<file path="src/sched_cfg_pkg.sv">
// sizes of register files, queues and tags for the rename and dispatch front, imported by all RTL
package sched_cfg_pkg;

  // ====================
  // register files
  // ====================

  // integer registers r0 to r31
  localparam int ARCH_REG_NUM = 32;
  // lower half starts mapped one to one
  localparam int PREG_NUM = 64;

  // ====================
  // queue depths
  // ====================

  localparam int DQ_DEPTH = 8;
  // per class in-order issue queue
  localparam int IQ_DEPTH = 4;

  // ====================
  // tag widths
  // ====================

  localparam int PREG_W = $clog2(PREG_NUM);
  localparam int AREG_W = $clog2(ARCH_REG_NUM);

endpackage

</file>
<file path="src/sched_types_pkg.sv">
// register tag, instruction class and dispatch entry types used by the RTL and the testbench
package sched_types_pkg;

  import sched_cfg_pkg::*;

  typedef logic [AREG_W-1:0] areg_t;
  typedef logic [PREG_W-1:0] preg_t;

  // 0 goes to the ALU and 1 to the memory unit
  typedef logic iclass_t;
  localparam iclass_t CLASS_ALU = 1'b0;
  localparam iclass_t CLASS_MEM = 1'b1;

  localparam int IMM_W = 16;
  typedef logic [IMM_W-1:0] imm_t;

  // ====================
  // dispatch entry
  // ====================

  // immediate in the low bits, class on top
  localparam int DQ_IMM_LSB   = 0;
  localparam int DQ_DEST_USED = DQ_IMM_LSB + IMM_W;
  localparam int DQ_DEST_LSB  = DQ_DEST_USED + 1;
  localparam int DQ_SRC1_USED = DQ_DEST_LSB + PREG_W;
  localparam int DQ_SRC1_LSB  = DQ_SRC1_USED + 1;
  localparam int DQ_SRC0_USED = DQ_SRC1_LSB + PREG_W;
  localparam int DQ_SRC0_LSB  = DQ_SRC0_USED + 1;
  localparam int DQ_CLASS     = DQ_SRC0_LSB + PREG_W;
  localparam int DQ_ENTRY_W   = DQ_CLASS + 1;

  typedef logic [DQ_ENTRY_W-1:0] dq_entry_t;

endpackage

</file>
<file path="src/dispatch_queue.sv">
// circular dispatch queue between rename and issue, read as first word fall-through
`timescale 1ns/1ps

module dispatch_queue
  import sched_cfg_pkg::*;
  import sched_types_pkg::*;
#(
  parameter int DEPTH = DQ_DEPTH
) (
  input  logic      clk,
  input  logic      rst_n,
  input  logic      push_i,
  input  dq_entry_t push_data_i,
  output logic      full_o,
  input  logic      pop_i,
  output logic      empty_o,
  output dq_entry_t head_o
);

  localparam int PTR_W = $clog2(DEPTH);
  localparam int CNT_W = $clog2(DEPTH + 1);

  dq_entry_t        mem [DEPTH];
  logic [PTR_W-1:0] wr_ptr;
  logic [PTR_W-1:0] rd_ptr;
  logic [CNT_W-1:0] count;
  logic             do_push;
  logic             do_pop;

  always_comb begin
    full_o  = (count == CNT_W'(DEPTH));
    empty_o = (count == '0);
    do_push = push_i & ~full_o;
    do_pop  = pop_i & ~empty_o;
    head_o  = mem[rd_ptr];
  end

  always_ff @(posedge clk) begin
    if (do_push) begin
      mem[wr_ptr] <= push_data_i;
    end
  end

  // pointers wrap at DEPTH
  always_ff @(posedge clk or negedge rst_n) begin
    if (!rst_n) begin
      wr_ptr <= '0;
      rd_ptr <= '0;
      count  <= '0;
    end else begin
      if (do_push) begin
        wr_ptr <= (wr_ptr == PTR_W'(DEPTH - 1)) ? '0 : wr_ptr + 1'b1;
      end
      if (do_pop) begin
        rd_ptr <= (rd_ptr == PTR_W'(DEPTH - 1)) ? '0 : rd_ptr + 1'b1;
      end
      case ({do_push, do_pop})
        2'b10:   count <= count + 1'b1;
        2'b01:   count <= count - 1'b1;
        default: count <= count;
      endcase
    end
  end

endmodule

</file>
<file path="src/issue_stage.sv">
// issue stage that routes queue heads by class and issues each class in order when its sources are ready
`timescale 1ns/1ps

module issue_stage
  import sched_cfg_pkg::*;
  import sched_types_pkg::*;
(
  input  logic      clk,
  input  logic      rst_n,
  input  logic      dq_empty_i,
  input  dq_entry_t dq_head_i,
  output logic      dq_pop_o,
  input  logic      wb_valid_i,
  input  preg_t     wb_preg_i,
  input  logic      alu_ready_i,
  input  logic      mem_ready_i,
  output logic      alu_valid_o,
  output preg_t     alu_dest_o,
  output preg_t     alu_src0_o,
  output preg_t     alu_src1_o,
  output imm_t      alu_imm_o,
  output logic      mem_valid_o,
  output preg_t     mem_dest_o,
  output preg_t     mem_src0_o,
  output preg_t     mem_src1_o,
  output imm_t      mem_imm_o
);

  localparam int NUM_CLASS = 2;
  localparam int IQ_PTR_W  = $clog2(IQ_DEPTH);
  localparam int IQ_CNT_W  = $clog2(IQ_DEPTH + 1);

  logic [PREG_NUM-1:0] busy;

  // one in-order queue per class, pointers wrap at IQ_DEPTH
  dq_entry_t           iq_mem [NUM_CLASS][IQ_DEPTH];
  logic [IQ_PTR_W-1:0] iq_rd  [NUM_CLASS];
  logic [IQ_PTR_W-1:0] iq_wr  [NUM_CLASS];
  logic [IQ_CNT_W-1:0] iq_cnt [NUM_CLASS];

  iclass_t              head_class;
  logic [NUM_CLASS-1:0] unit_ready;
  logic [NUM_CLASS-1:0] iq_push;
  logic [NUM_CLASS-1:0] iq_fire;
  logic [NUM_CLASS-1:0] src0_ok;
  logic [NUM_CLASS-1:0] src1_ok;
  dq_entry_t            iq_head [NUM_CLASS];
  preg_t                src0_tag [NUM_CLASS];
  preg_t                src1_tag [NUM_CLASS];

  logic [NUM_CLASS-1:0] iss_valid_q;
  preg_t                iss_dest_q [NUM_CLASS];
  preg_t                iss_src0_q [NUM_CLASS];
  preg_t                iss_src1_q [NUM_CLASS];
  imm_t                 iss_imm_q  [NUM_CLASS];

  // ====================
  // routing and select
  // ====================

  always_comb begin
    unit_ready[CLASS_ALU] = alu_ready_i;
    unit_ready[CLASS_MEM] = mem_ready_i;
    head_class = dq_head_i[DQ_CLASS];
    // head waits while its class queue is full
    dq_pop_o = ~dq_empty_i & (iq_cnt[head_class] != IQ_CNT_W'(IQ_DEPTH));
    for (int c = 0; c < NUM_CLASS; c++) begin
      iq_push[c]  = dq_pop_o & (head_class == iclass_t'(c));
      iq_head[c]  = iq_mem[c][iq_rd[c]];
      src0_tag[c] = iq_head[c][DQ_SRC0_LSB +: PREG_W];
      src1_tag[c] = iq_head[c][DQ_SRC1_LSB +: PREG_W];
      // a writeback in this cycle frees its tag before the busy table clears
      src0_ok[c]  = ~iq_head[c][DQ_SRC0_USED] | ~busy[src0_tag[c]]
                    | (wb_valid_i & (wb_preg_i == src0_tag[c]));
      src1_ok[c]  = ~iq_head[c][DQ_SRC1_USED] | ~busy[src1_tag[c]]
                    | (wb_valid_i & (wb_preg_i == src1_tag[c]));
      iq_fire[c]  = (iq_cnt[c] != '0) & src0_ok[c] & src1_ok[c] & unit_ready[c];
    end
  end

  always_ff @(posedge clk) begin
    for (int c = 0; c < NUM_CLASS; c++) begin
      if (iq_push[c]) begin
        iq_mem[c][iq_wr[c]] <= dq_head_i;
      end
    end
  end

  always_ff @(posedge clk or negedge rst_n) begin
    if (!rst_n) begin
      for (int c = 0; c < NUM_CLASS; c++) begin
        iq_rd[c]  <= '0;
        iq_wr[c]  <= '0;
        iq_cnt[c] <= '0;
      end
    end else begin
      for (int c = 0; c < NUM_CLASS; c++) begin
        if (iq_push[c]) begin
          iq_wr[c] <= iq_wr[c] + 1'b1;
        end
        if (iq_fire[c]) begin
          iq_rd[c] <= iq_rd[c] + 1'b1;
        end
        case ({iq_push[c], iq_fire[c]})
          2'b10:   iq_cnt[c] <= iq_cnt[c] + 1'b1;
          2'b01:   iq_cnt[c] <= iq_cnt[c] - 1'b1;
          default: iq_cnt[c] <= iq_cnt[c];
        endcase
      end
    end
  end

  // ====================
  // busy table
  // ====================

  // set on dispatch wins over a clear of the same tag
  always_ff @(posedge clk or negedge rst_n) begin
    if (!rst_n) begin
      busy <= '0;
    end else begin
      if (wb_valid_i) begin
        busy[wb_preg_i] <= 1'b0;
      end
      if (dq_pop_o && dq_head_i[DQ_DEST_USED]) begin
        busy[dq_head_i[DQ_DEST_LSB +: PREG_W]] <= 1'b1;
      end
    end
  end

  // ====================
  // issue registers
  // ====================

  always_ff @(posedge clk or negedge rst_n) begin
    if (!rst_n) begin
      iss_valid_q <= '0;
      for (int c = 0; c < NUM_CLASS; c++) begin
        iss_dest_q[c] <= '0;
        iss_src0_q[c] <= '0;
        iss_src1_q[c] <= '0;
        iss_imm_q[c]  <= '0;
      end
    end else begin
      iss_valid_q <= iq_fire;
      for (int c = 0; c < NUM_CLASS; c++) begin
        if (iq_fire[c]) begin
          iss_dest_q[c] <= iq_head[c][DQ_DEST_LSB +: PREG_W];
          iss_src0_q[c] <= iq_head[c][DQ_SRC0_LSB +: PREG_W];
          iss_src1_q[c] <= iq_head[c][DQ_SRC1_LSB +: PREG_W];
          iss_imm_q[c]  <= iq_head[c][DQ_IMM_LSB +: IMM_W];
        end
      end
    end
  end

  assign alu_valid_o = iss_valid_q[CLASS_ALU];
  assign alu_dest_o  = iss_dest_q[CLASS_ALU];
  assign alu_src0_o  = iss_src0_q[CLASS_ALU];
  assign alu_src1_o  = iss_src1_q[CLASS_ALU];
  assign alu_imm_o   = iss_imm_q[CLASS_ALU];
  assign mem_valid_o = iss_valid_q[CLASS_MEM];
  assign mem_dest_o  = iss_dest_q[CLASS_MEM];
  assign mem_src0_o  = iss_src0_q[CLASS_MEM];
  assign mem_src1_o  = iss_src1_q[CLASS_MEM];
  assign mem_imm_o   = iss_imm_q[CLASS_MEM];

endmodule

</file>
<file path="src/rename_stage.sv">
// rename stage that maps registers to physical tags and writes renamed entries into the dispatch queue
`timescale 1ns/1ps

module rename_stage
  import sched_cfg_pkg::*;
  import sched_types_pkg::*;
(
  input  logic      clk,
  input  logic      rst_n,
  // decoded instruction
  input  logic      in_valid_i,
  input  iclass_t   in_class_i,
  input  areg_t     in_dest_i,
  input  areg_t     in_src0_i,
  input  areg_t     in_src1_i,
  input  imm_t      in_imm_i,
  output logic      in_ready_o,
  // tags returned at retirement
  input  logic      free_valid_i,
  input  preg_t     free_preg_i,
  // dispatch queue write side
  input  logic      dq_full_i,
  output logic      dq_push_o,
  output dq_entry_t dq_push_data_o
);

  localparam int FL_CNT_W  = $clog2(PREG_NUM + 1);
  localparam int INIT_FREE = PREG_NUM - ARCH_REG_NUM;

  // free list storage, pointers wrap at PREG_NUM
  preg_t               fl_mem [PREG_NUM];
  logic [PREG_W-1:0]   fl_head;
  logic [PREG_W-1:0]   fl_tail;
  logic [FL_CNT_W-1:0] fl_count;

  // speculative rename table
  preg_t rat [ARCH_REG_NUM];

  logic  dest_used;
  logic  src0_used;
  logic  src1_used;
  logic  accept;
  logic  alloc;
  preg_t new_dest;
  preg_t src0_preg;
  preg_t src1_preg;

  // ====================
  // lookup and handshake
  // ====================

  always_comb begin
    dest_used  = (in_dest_i != '0);
    src0_used  = (in_src0_i != '0);
    src1_used  = (in_src1_i != '0);
    // only a real destination needs a free tag
    in_ready_o = ~dq_full_i & (~dest_used | (fl_count != '0));
    accept     = in_valid_i & in_ready_o;
    alloc      = accept & dest_used;
    new_dest   = fl_mem[fl_head];
    // table is read before this cycle's update
    src0_preg  = rat[in_src0_i];
    src1_preg  = rat[in_src1_i];
  end

  always_comb begin
    dq_push_o      = accept;
    dq_push_data_o = '0;
    dq_push_data_o[DQ_CLASS]              = in_class_i;
    dq_push_data_o[DQ_SRC0_LSB +: PREG_W] = src0_preg;
    dq_push_data_o[DQ_SRC0_USED]          = src0_used;
    dq_push_data_o[DQ_SRC1_LSB +: PREG_W] = src1_preg;
    dq_push_data_o[DQ_SRC1_USED]          = src1_used;
    dq_push_data_o[DQ_DEST_LSB +: PREG_W] = dest_used ? new_dest : '0;
    dq_push_data_o[DQ_DEST_USED]          = dest_used;
    dq_push_data_o[DQ_IMM_LSB +: IMM_W]   = in_imm_i;
  end

  // ====================
  // free list
  // ====================

  // upper tags start free in ascending order
  always_ff @(posedge clk or negedge rst_n) begin
    if (!rst_n) begin
      for (int i = 0; i < PREG_NUM; i++) begin
        fl_mem[i] <= (i < INIT_FREE) ? preg_t'(ARCH_REG_NUM + i) : '0;
      end
      fl_head  <= '0;
      fl_tail  <= PREG_W'(INIT_FREE);
      fl_count <= FL_CNT_W'(INIT_FREE);
    end else begin
      if (free_valid_i) begin
        fl_mem[fl_tail] <= free_preg_i;
        fl_tail         <= fl_tail + 1'b1;
      end
      if (alloc) begin
        fl_head <= fl_head + 1'b1;
      end
      case ({free_valid_i, alloc})
        2'b10:   fl_count <= fl_count + 1'b1;
        2'b01:   fl_count <= fl_count - 1'b1;
        default: fl_count <= fl_count;
      endcase
    end
  end

  // ====================
  // rename table
  // ====================

  // r0 is never written since alloc needs a non-zero dest
  always_ff @(posedge clk or negedge rst_n) begin
    if (!rst_n) begin
      for (int i = 0; i < ARCH_REG_NUM; i++) begin
        rat[i] <= preg_t'(i);
      end
    end else if (alloc) begin
      rat[in_dest_i] <= new_dest;
    end
  end

endmodule

</file>
<file path="src/scheduler_top.sv">
// top of the rename and dispatch front, connecting rename, dispatch queue and issue
`timescale 1ns/1ps

module scheduler_top
  import sched_cfg_pkg::*;
  import sched_types_pkg::*;
(
  input  logic    clk,
  input  logic    rst_n,
  input  logic    in_valid_i,
  input  iclass_t in_class_i,
  input  areg_t   in_dest_i,
  input  areg_t   in_src0_i,
  input  areg_t   in_src1_i,
  input  imm_t    in_imm_i,
  output logic    in_ready_o,
  input  logic    wb_valid_i,
  input  preg_t   wb_preg_i,
  input  logic    free_valid_i,
  input  preg_t   free_preg_i,
  input  logic    alu_ready_i,
  input  logic    mem_ready_i,
  output logic    alu_valid_o,
  output preg_t   alu_dest_o,
  output preg_t   alu_src0_o,
  output preg_t   alu_src1_o,
  output imm_t    alu_imm_o,
  output logic    mem_valid_o,
  output preg_t   mem_dest_o,
  output preg_t   mem_src0_o,
  output preg_t   mem_src1_o,
  output imm_t    mem_imm_o
);

  logic      dq_push;
  dq_entry_t dq_push_data;
  logic      dq_full;
  logic      dq_pop;
  logic      dq_empty;
  dq_entry_t dq_head;

  // producer
  rename_stage u_rename_stage (
    .clk            (clk),
    .rst_n          (rst_n),
    .in_valid_i     (in_valid_i),
    .in_class_i     (in_class_i),
    .in_dest_i      (in_dest_i),
    .in_src0_i      (in_src0_i),
    .in_src1_i      (in_src1_i),
    .in_imm_i       (in_imm_i),
    .in_ready_o     (in_ready_o),
    .free_valid_i   (free_valid_i),
    .free_preg_i    (free_preg_i),
    .dq_full_i      (dq_full),
    .dq_push_o      (dq_push),
    .dq_push_data_o (dq_push_data)
  );

  dispatch_queue #(
    .DEPTH (DQ_DEPTH)
  ) u_dispatch_queue (
    .clk         (clk),
    .rst_n       (rst_n),
    .push_i      (dq_push),
    .push_data_i (dq_push_data),
    .full_o      (dq_full),
    .pop_i       (dq_pop),
    .empty_o     (dq_empty),
    .head_o      (dq_head)
  );

  // consumer
  issue_stage u_issue_stage (
    .clk         (clk),
    .rst_n       (rst_n),
    .dq_empty_i  (dq_empty),
    .dq_head_i   (dq_head),
    .dq_pop_o    (dq_pop),
    .wb_valid_i  (wb_valid_i),
    .wb_preg_i   (wb_preg_i),
    .alu_ready_i (alu_ready_i),
    .mem_ready_i (mem_ready_i),
    .alu_valid_o (alu_valid_o),
    .alu_dest_o  (alu_dest_o),
    .alu_src0_o  (alu_src0_o),
    .alu_src1_o  (alu_src1_o),
    .alu_imm_o   (alu_imm_o),
    .mem_valid_o (mem_valid_o),
    .mem_dest_o  (mem_dest_o),
    .mem_src0_o  (mem_src0_o),
    .mem_src1_o  (mem_src1_o),
    .mem_imm_o   (mem_imm_o)
  );

endmodule

</file>
<file path="config.mk">
export PLATFORM = sky130hd
export DESIGN_NAME = scheduler_top
export DESIGN_NICKNAME = d
export VERILOG_FILES = /design/src/sched_cfg_pkg.sv /design/src/sched_types_pkg.sv /design/src/dispatch_queue.sv /design/src/issue_stage.sv /design/src/rename_stage.sv /design/src/scheduler_top.sv
export SDC_FILE = /design/constraint.sdc
export NUM_CORES = 2
export LEC_CHECK = 0
export BUFFER_PORTS_ARGS = -buffer_cell sky130_fd_sc_hd__buf_4
export CAP_MARGIN = 25
export CORE_MARGIN = 1
export CORE_UTILIZATION = 35
export CTS_BUF_LIST = sky130_fd_sc_hd__clkbuf_4 sky130_fd_sc_hd__clkbuf_8
export CTS_CLUSTER_DIAMETER = 50
export DETAILED_ROUTE_END_ITERATION = 7
export GPL_ROUTABILITY_DRIVEN = 0
export PLACE_DENSITY = 0.5
export SLEW_MARGIN = 25
export SYNTH_ARGS = -nofsm -noshare
export SYNTH_HDL_FRONTEND = slang
export SYNTH_SLANG_ARGS = --single-unit
</file>
<file path="constraint.sdc">
create_clock -name clk -period 14.2 [get_ports clk]
set_clock_uncertainty 0.15 [all_clocks]
set_input_delay 2.84 -clock clk [delete_from_list [all_inputs] [get_ports clk]]
set_output_delay 2.84 -clock clk [all_outputs]
set_load 0.02 [all_outputs]
</file>
==> impl_metrics.json <==
{
  "status": "finished clean",
  "yosysUniqueCellTypes": 66,
  "synth_area_um2": 60400,
  "synth_edf_count": 592,
  "worst_pin_slew_ns": 1.07,
  "avgSynthCellArea_um2": 16.9,
  "synth_top_family_by_area": "multiplexers",
  "synth_xor_area_share_pct": 0.812,
  "via_per_inst": 5.26,
  "path_clk_slew_ns": 0.06,
  "endpoint_kind": "output port",
  "synthFlopType": "edfxtp_1",
  "drive_gt1_share_pct": 47.3,
  "synth_compound_area_share_pct": 2.69,
  "cp_common_cell": "buf_4",
  "synthSimpleGateAreaFrac_pct": 3.06,
  "dieArea_um2": 174000,
  "grt_max_degree": 144,
  "area_delta_synth_final_pct": 13.9,
  "synth-async-reset-ratio_pct": 56.0,
  "slew_headroom_pct": 28.5,
  "tns_ns": 0,
  "setup_viol": 0,
  "cts_tree": "built",
  "fin_crit_sh_pct": 52.6,
  "ir_drop_uv": 208,
  "die_h_um": 417,
  "nets": 3838,
  "start_util_pct": 35.2,
  "fin_crit_ns": 7.46,
  "critPathMaxFanout": 15,
  "cts_buffers": 233,
  "cp.required_ns": 11.21,
  "cp_slowest_cell": "or3_1",
  "min_path_type": "reg2reg",
  "num-fill-cells": 15900,
  "root_buffer": "clkbuf_8",
  "postCtsSetupBuffers": 0,
  "syn_inst": 3583,
  "die_w_um": 417,
  "criticalPathCategory": "in2out",
  "cts-resized-gates": 0,
  "ys_seq_area_share_pct": 61.0,
  "cellPowerDensity_nw_per_um2": 242,
  "grtUsageTotal_pct": 18.4,
  "rsz0062_at_grt": "false",
  "crit_buf_inv": 4,
  "drtIter0Drc": 1970,
  "route.detailed.drc": 0,
  "multi_input_area_um2": 22500,
  "path_cells": "buf_4, or3_1, nor3_1, buf_4, inv_1, a32oi_1, buf_4",
  "finalMaxSlewViolations": 0,
  "grt_antenna_before_repair": 7,
  "worst_path_largest_cell_delay_ns": 0.45,
  "grt_pass1_vias": 34800,
  "vias": 33000,
  "synth.area.mux_share_pct": 30.0,
  "cts_sinks": 1345,
  "hpwl_mm": 94.6,
  "synthAdderAreaFrac_pct": 0.651,
  "drt-total-wl_mm": 160,
  "ff_latch_area_um2": 36900,
  "crit_family": "buffers and inverters",
  "dr.pass1.iters": 5,
  "io_pins": 122,
  "cts.path.max_buffers": 3,
  "holdBufCountCts": 0,
  "routedWlPerCell_um": 25.5,
  "max_freq_ghz": 0.134,
  "worstSetupStartpointType": "primary input",
  "port_buffers": 121,
  "drv_cap": 0,
  "worstPathArrival_ns": 4.47,
  "yosys_register_bits": 1345,
  "yosys_warnings": 0,
  "ant_nets": 0,
  "synthesis.nets": 3663,
  "h-tree-depth": 4,
  "preCtsSetupSlack_ns": 6.75,
  "rows": 152,
  "overflow": 0,
  "grt_pass1_wl_mm": 239,
  "core_um2": 172000,
  "finalWorstSetupSlack_ns": 6.74,
  "hold_viol": 0,
  "insertion_delay_ns": 0.97,
  "leakagePower_nw": 26.7
}
worst paths after layout:
path | from | to | slack, ns | cells past startpoint
max | in_dest_i[2] | in_ready_o | 6.74 | 7
min | u_rename_stage.rat[191] | u_rename_stage.rat[191] | 0.24 | 0
max reg2reg | u_issue_stage.iq_rd[0] | u_issue_stage.iq_cnt[2] | 8.37 | 14
min reg2reg | u_rename_stage.rat[191] | u_rename_stage.rat[191] | 0.24 | 0
max in group asynchronous | rst_n | u_rename_stage.fl_mem[119] | 9.61 | 4
min in group asynchronous | rst_n | u_issue_stage.alu_src0_o[0] | 1.71 | 1
metal layers:
layer	vias to the layer above	global-route usage, %	wire length, um
li1	14300	-	-
met1	17800	25.7	73000
met2	684	29.6	76800
met3	250	3.25	6760
met4	2	5.15	3340
met5	-	0	17
synthesized netlist by cell type, types with 28 or more instances:
cell | instances | area (um^2)
dfrtp_1 | 559 | 14000
nor2_1 | 110 | 413
mux2_4 | 28 | 420
mux2i_1 | 191 | 1910
clkbuf_1 | 144 | 541
xnor2_1 | 38 | 333
nand2_1 | 96 | 360
buf_2 | 31 | 155
o21ai_0 | 139 | 696
mux2_2 | 666 | 7500
edfxtp_1 | 592 | 17800
mux4_2 | 367 | 8270
buf_1 | 43 | 161
dfstp_2 | 194 | 5100
inv_1 | 29 | 109
area by class of cell:
cell class	count	area share (%)
Multi-Input combinational cell	1977	32.7
Inverter	33	0.180
Tap cell	2310	4.20
Clock buffer	362	6.40
Clock inverter	78	0.924
Antenna cell	7	0.0255
Sequential cell	1345	53.6
Timing Repair Buffer	168	1.90
power by group:
part / leakage, nW / total, mW / internal [mW] / switching, mW
sequential: 14.6 / 6.64 / 5.80 / 0.840
combinational: 9.37 / 6.25 / 2.75 / 3.50
clock: 2.68 / 3.74 / 2.08 / 1.67
total: 26.7 / 16.6 / 10.6 / 6.01
placed cells by master, fill, tap and decap left out, types with 10 or more instances in the layout:
| cell type | count |
|---|---|
| nand2b_1 | 25 |
| clkinv_2 | 22 |
| nor2_1 | 109 |
| nand3_1 | 24 |
| buf_4 | 163 |
| inv_1 | 29 |
| clkinv_1 | 36 |
| nor2b_1 | 18 |
| dfstp_2 | 194 |
| dfrtp_1 | 548 |
| a21oi_1 | 21 |
| xor2_1 | 18 |
| mux2_2 | 666 |
| a22oi_1 | 12 |
| nor3_1 | 13 |
| xnor2_1 | 38 |
| ha_1 | 25 |
| and2_1 | 14 |
| nand4_1 | 11 |
| edfxtp_1 | 592 |
| o211ai_1 | 22 |
| nand2_1 | 96 |
| o21ai_0 | 139 |
| a211oi_1 | 10 |
| mux2i_1 | 191 |
| mux4_2 | 367 |
| clkbuf_4 | 93 |
| clkbuf_8 | 269 |
| nand3b_1 | 11 |
| o22ai_1 | 13 |
| mux2_4 | 28 |
through the flow:
stage	power (mW)	cells	hold slack [ns]	instance area [um^2]	utilization (%)
after CTS	16.9	6272	0.247	68800	40.1
final	16.6	6280	0.242	68800	40.1
after global routing	17.5	6276	0.258	68800	40.1
after global placement	13.0	5831	0.238	63700	37.1
after detailed placement	13.0	5832	0.237	63700	37.1
after floorplan	10.8	3583	0.291	60400	-
flip-flops by register name, summed over array words and instances (netlist names), 7 cells and up:
name                     cells
u_rename_stage.fl_mem      384
u_dispatch_queue.mem       304
u_issue_stage.iq_mem       288
u_rename_stage.rat         192
u_issue_stage.busy          64
u_issue_stage.alu_imm_o     16
u_issue_stage.mem_imm_o     16
u_rename_stage.fl_count      7
worst register-to-register path, cell delays in order (launching register included):
cell and delay, ns:
dfrtp_4 1.00, mux4_2 0.94, inv_2 0.35, mux4_2 0.55, nor3_1 0.15, nor4_1 0.08, a41oi_1 0.38, nand3_4 0.74
inv_1 0.28, ha_1 0.22, inv_1 0.07, fa_1 0.42, xor2_1 0.15, nor2_1 0.12, xor2_1 0.15
logic make-up (layout without fill, tap and decap cells):
| kind of cell | Yosys count | after routing |
|---|---|---|
| xor gates and xnor gates | 56 | 56 |
| other | 0 | 7 |
| muxes | 1252 | 1252 |
| AOI/OAI and AO/OA | 265 | 265 |
| buffers and inverters | 261 | 641 |
| DFF | 1345 | 1345 |
| adders and majority gates | 29 | 29 |
| and+or+nand+nor | 375 | 375 |
Power figures use the tool's default switching activity.
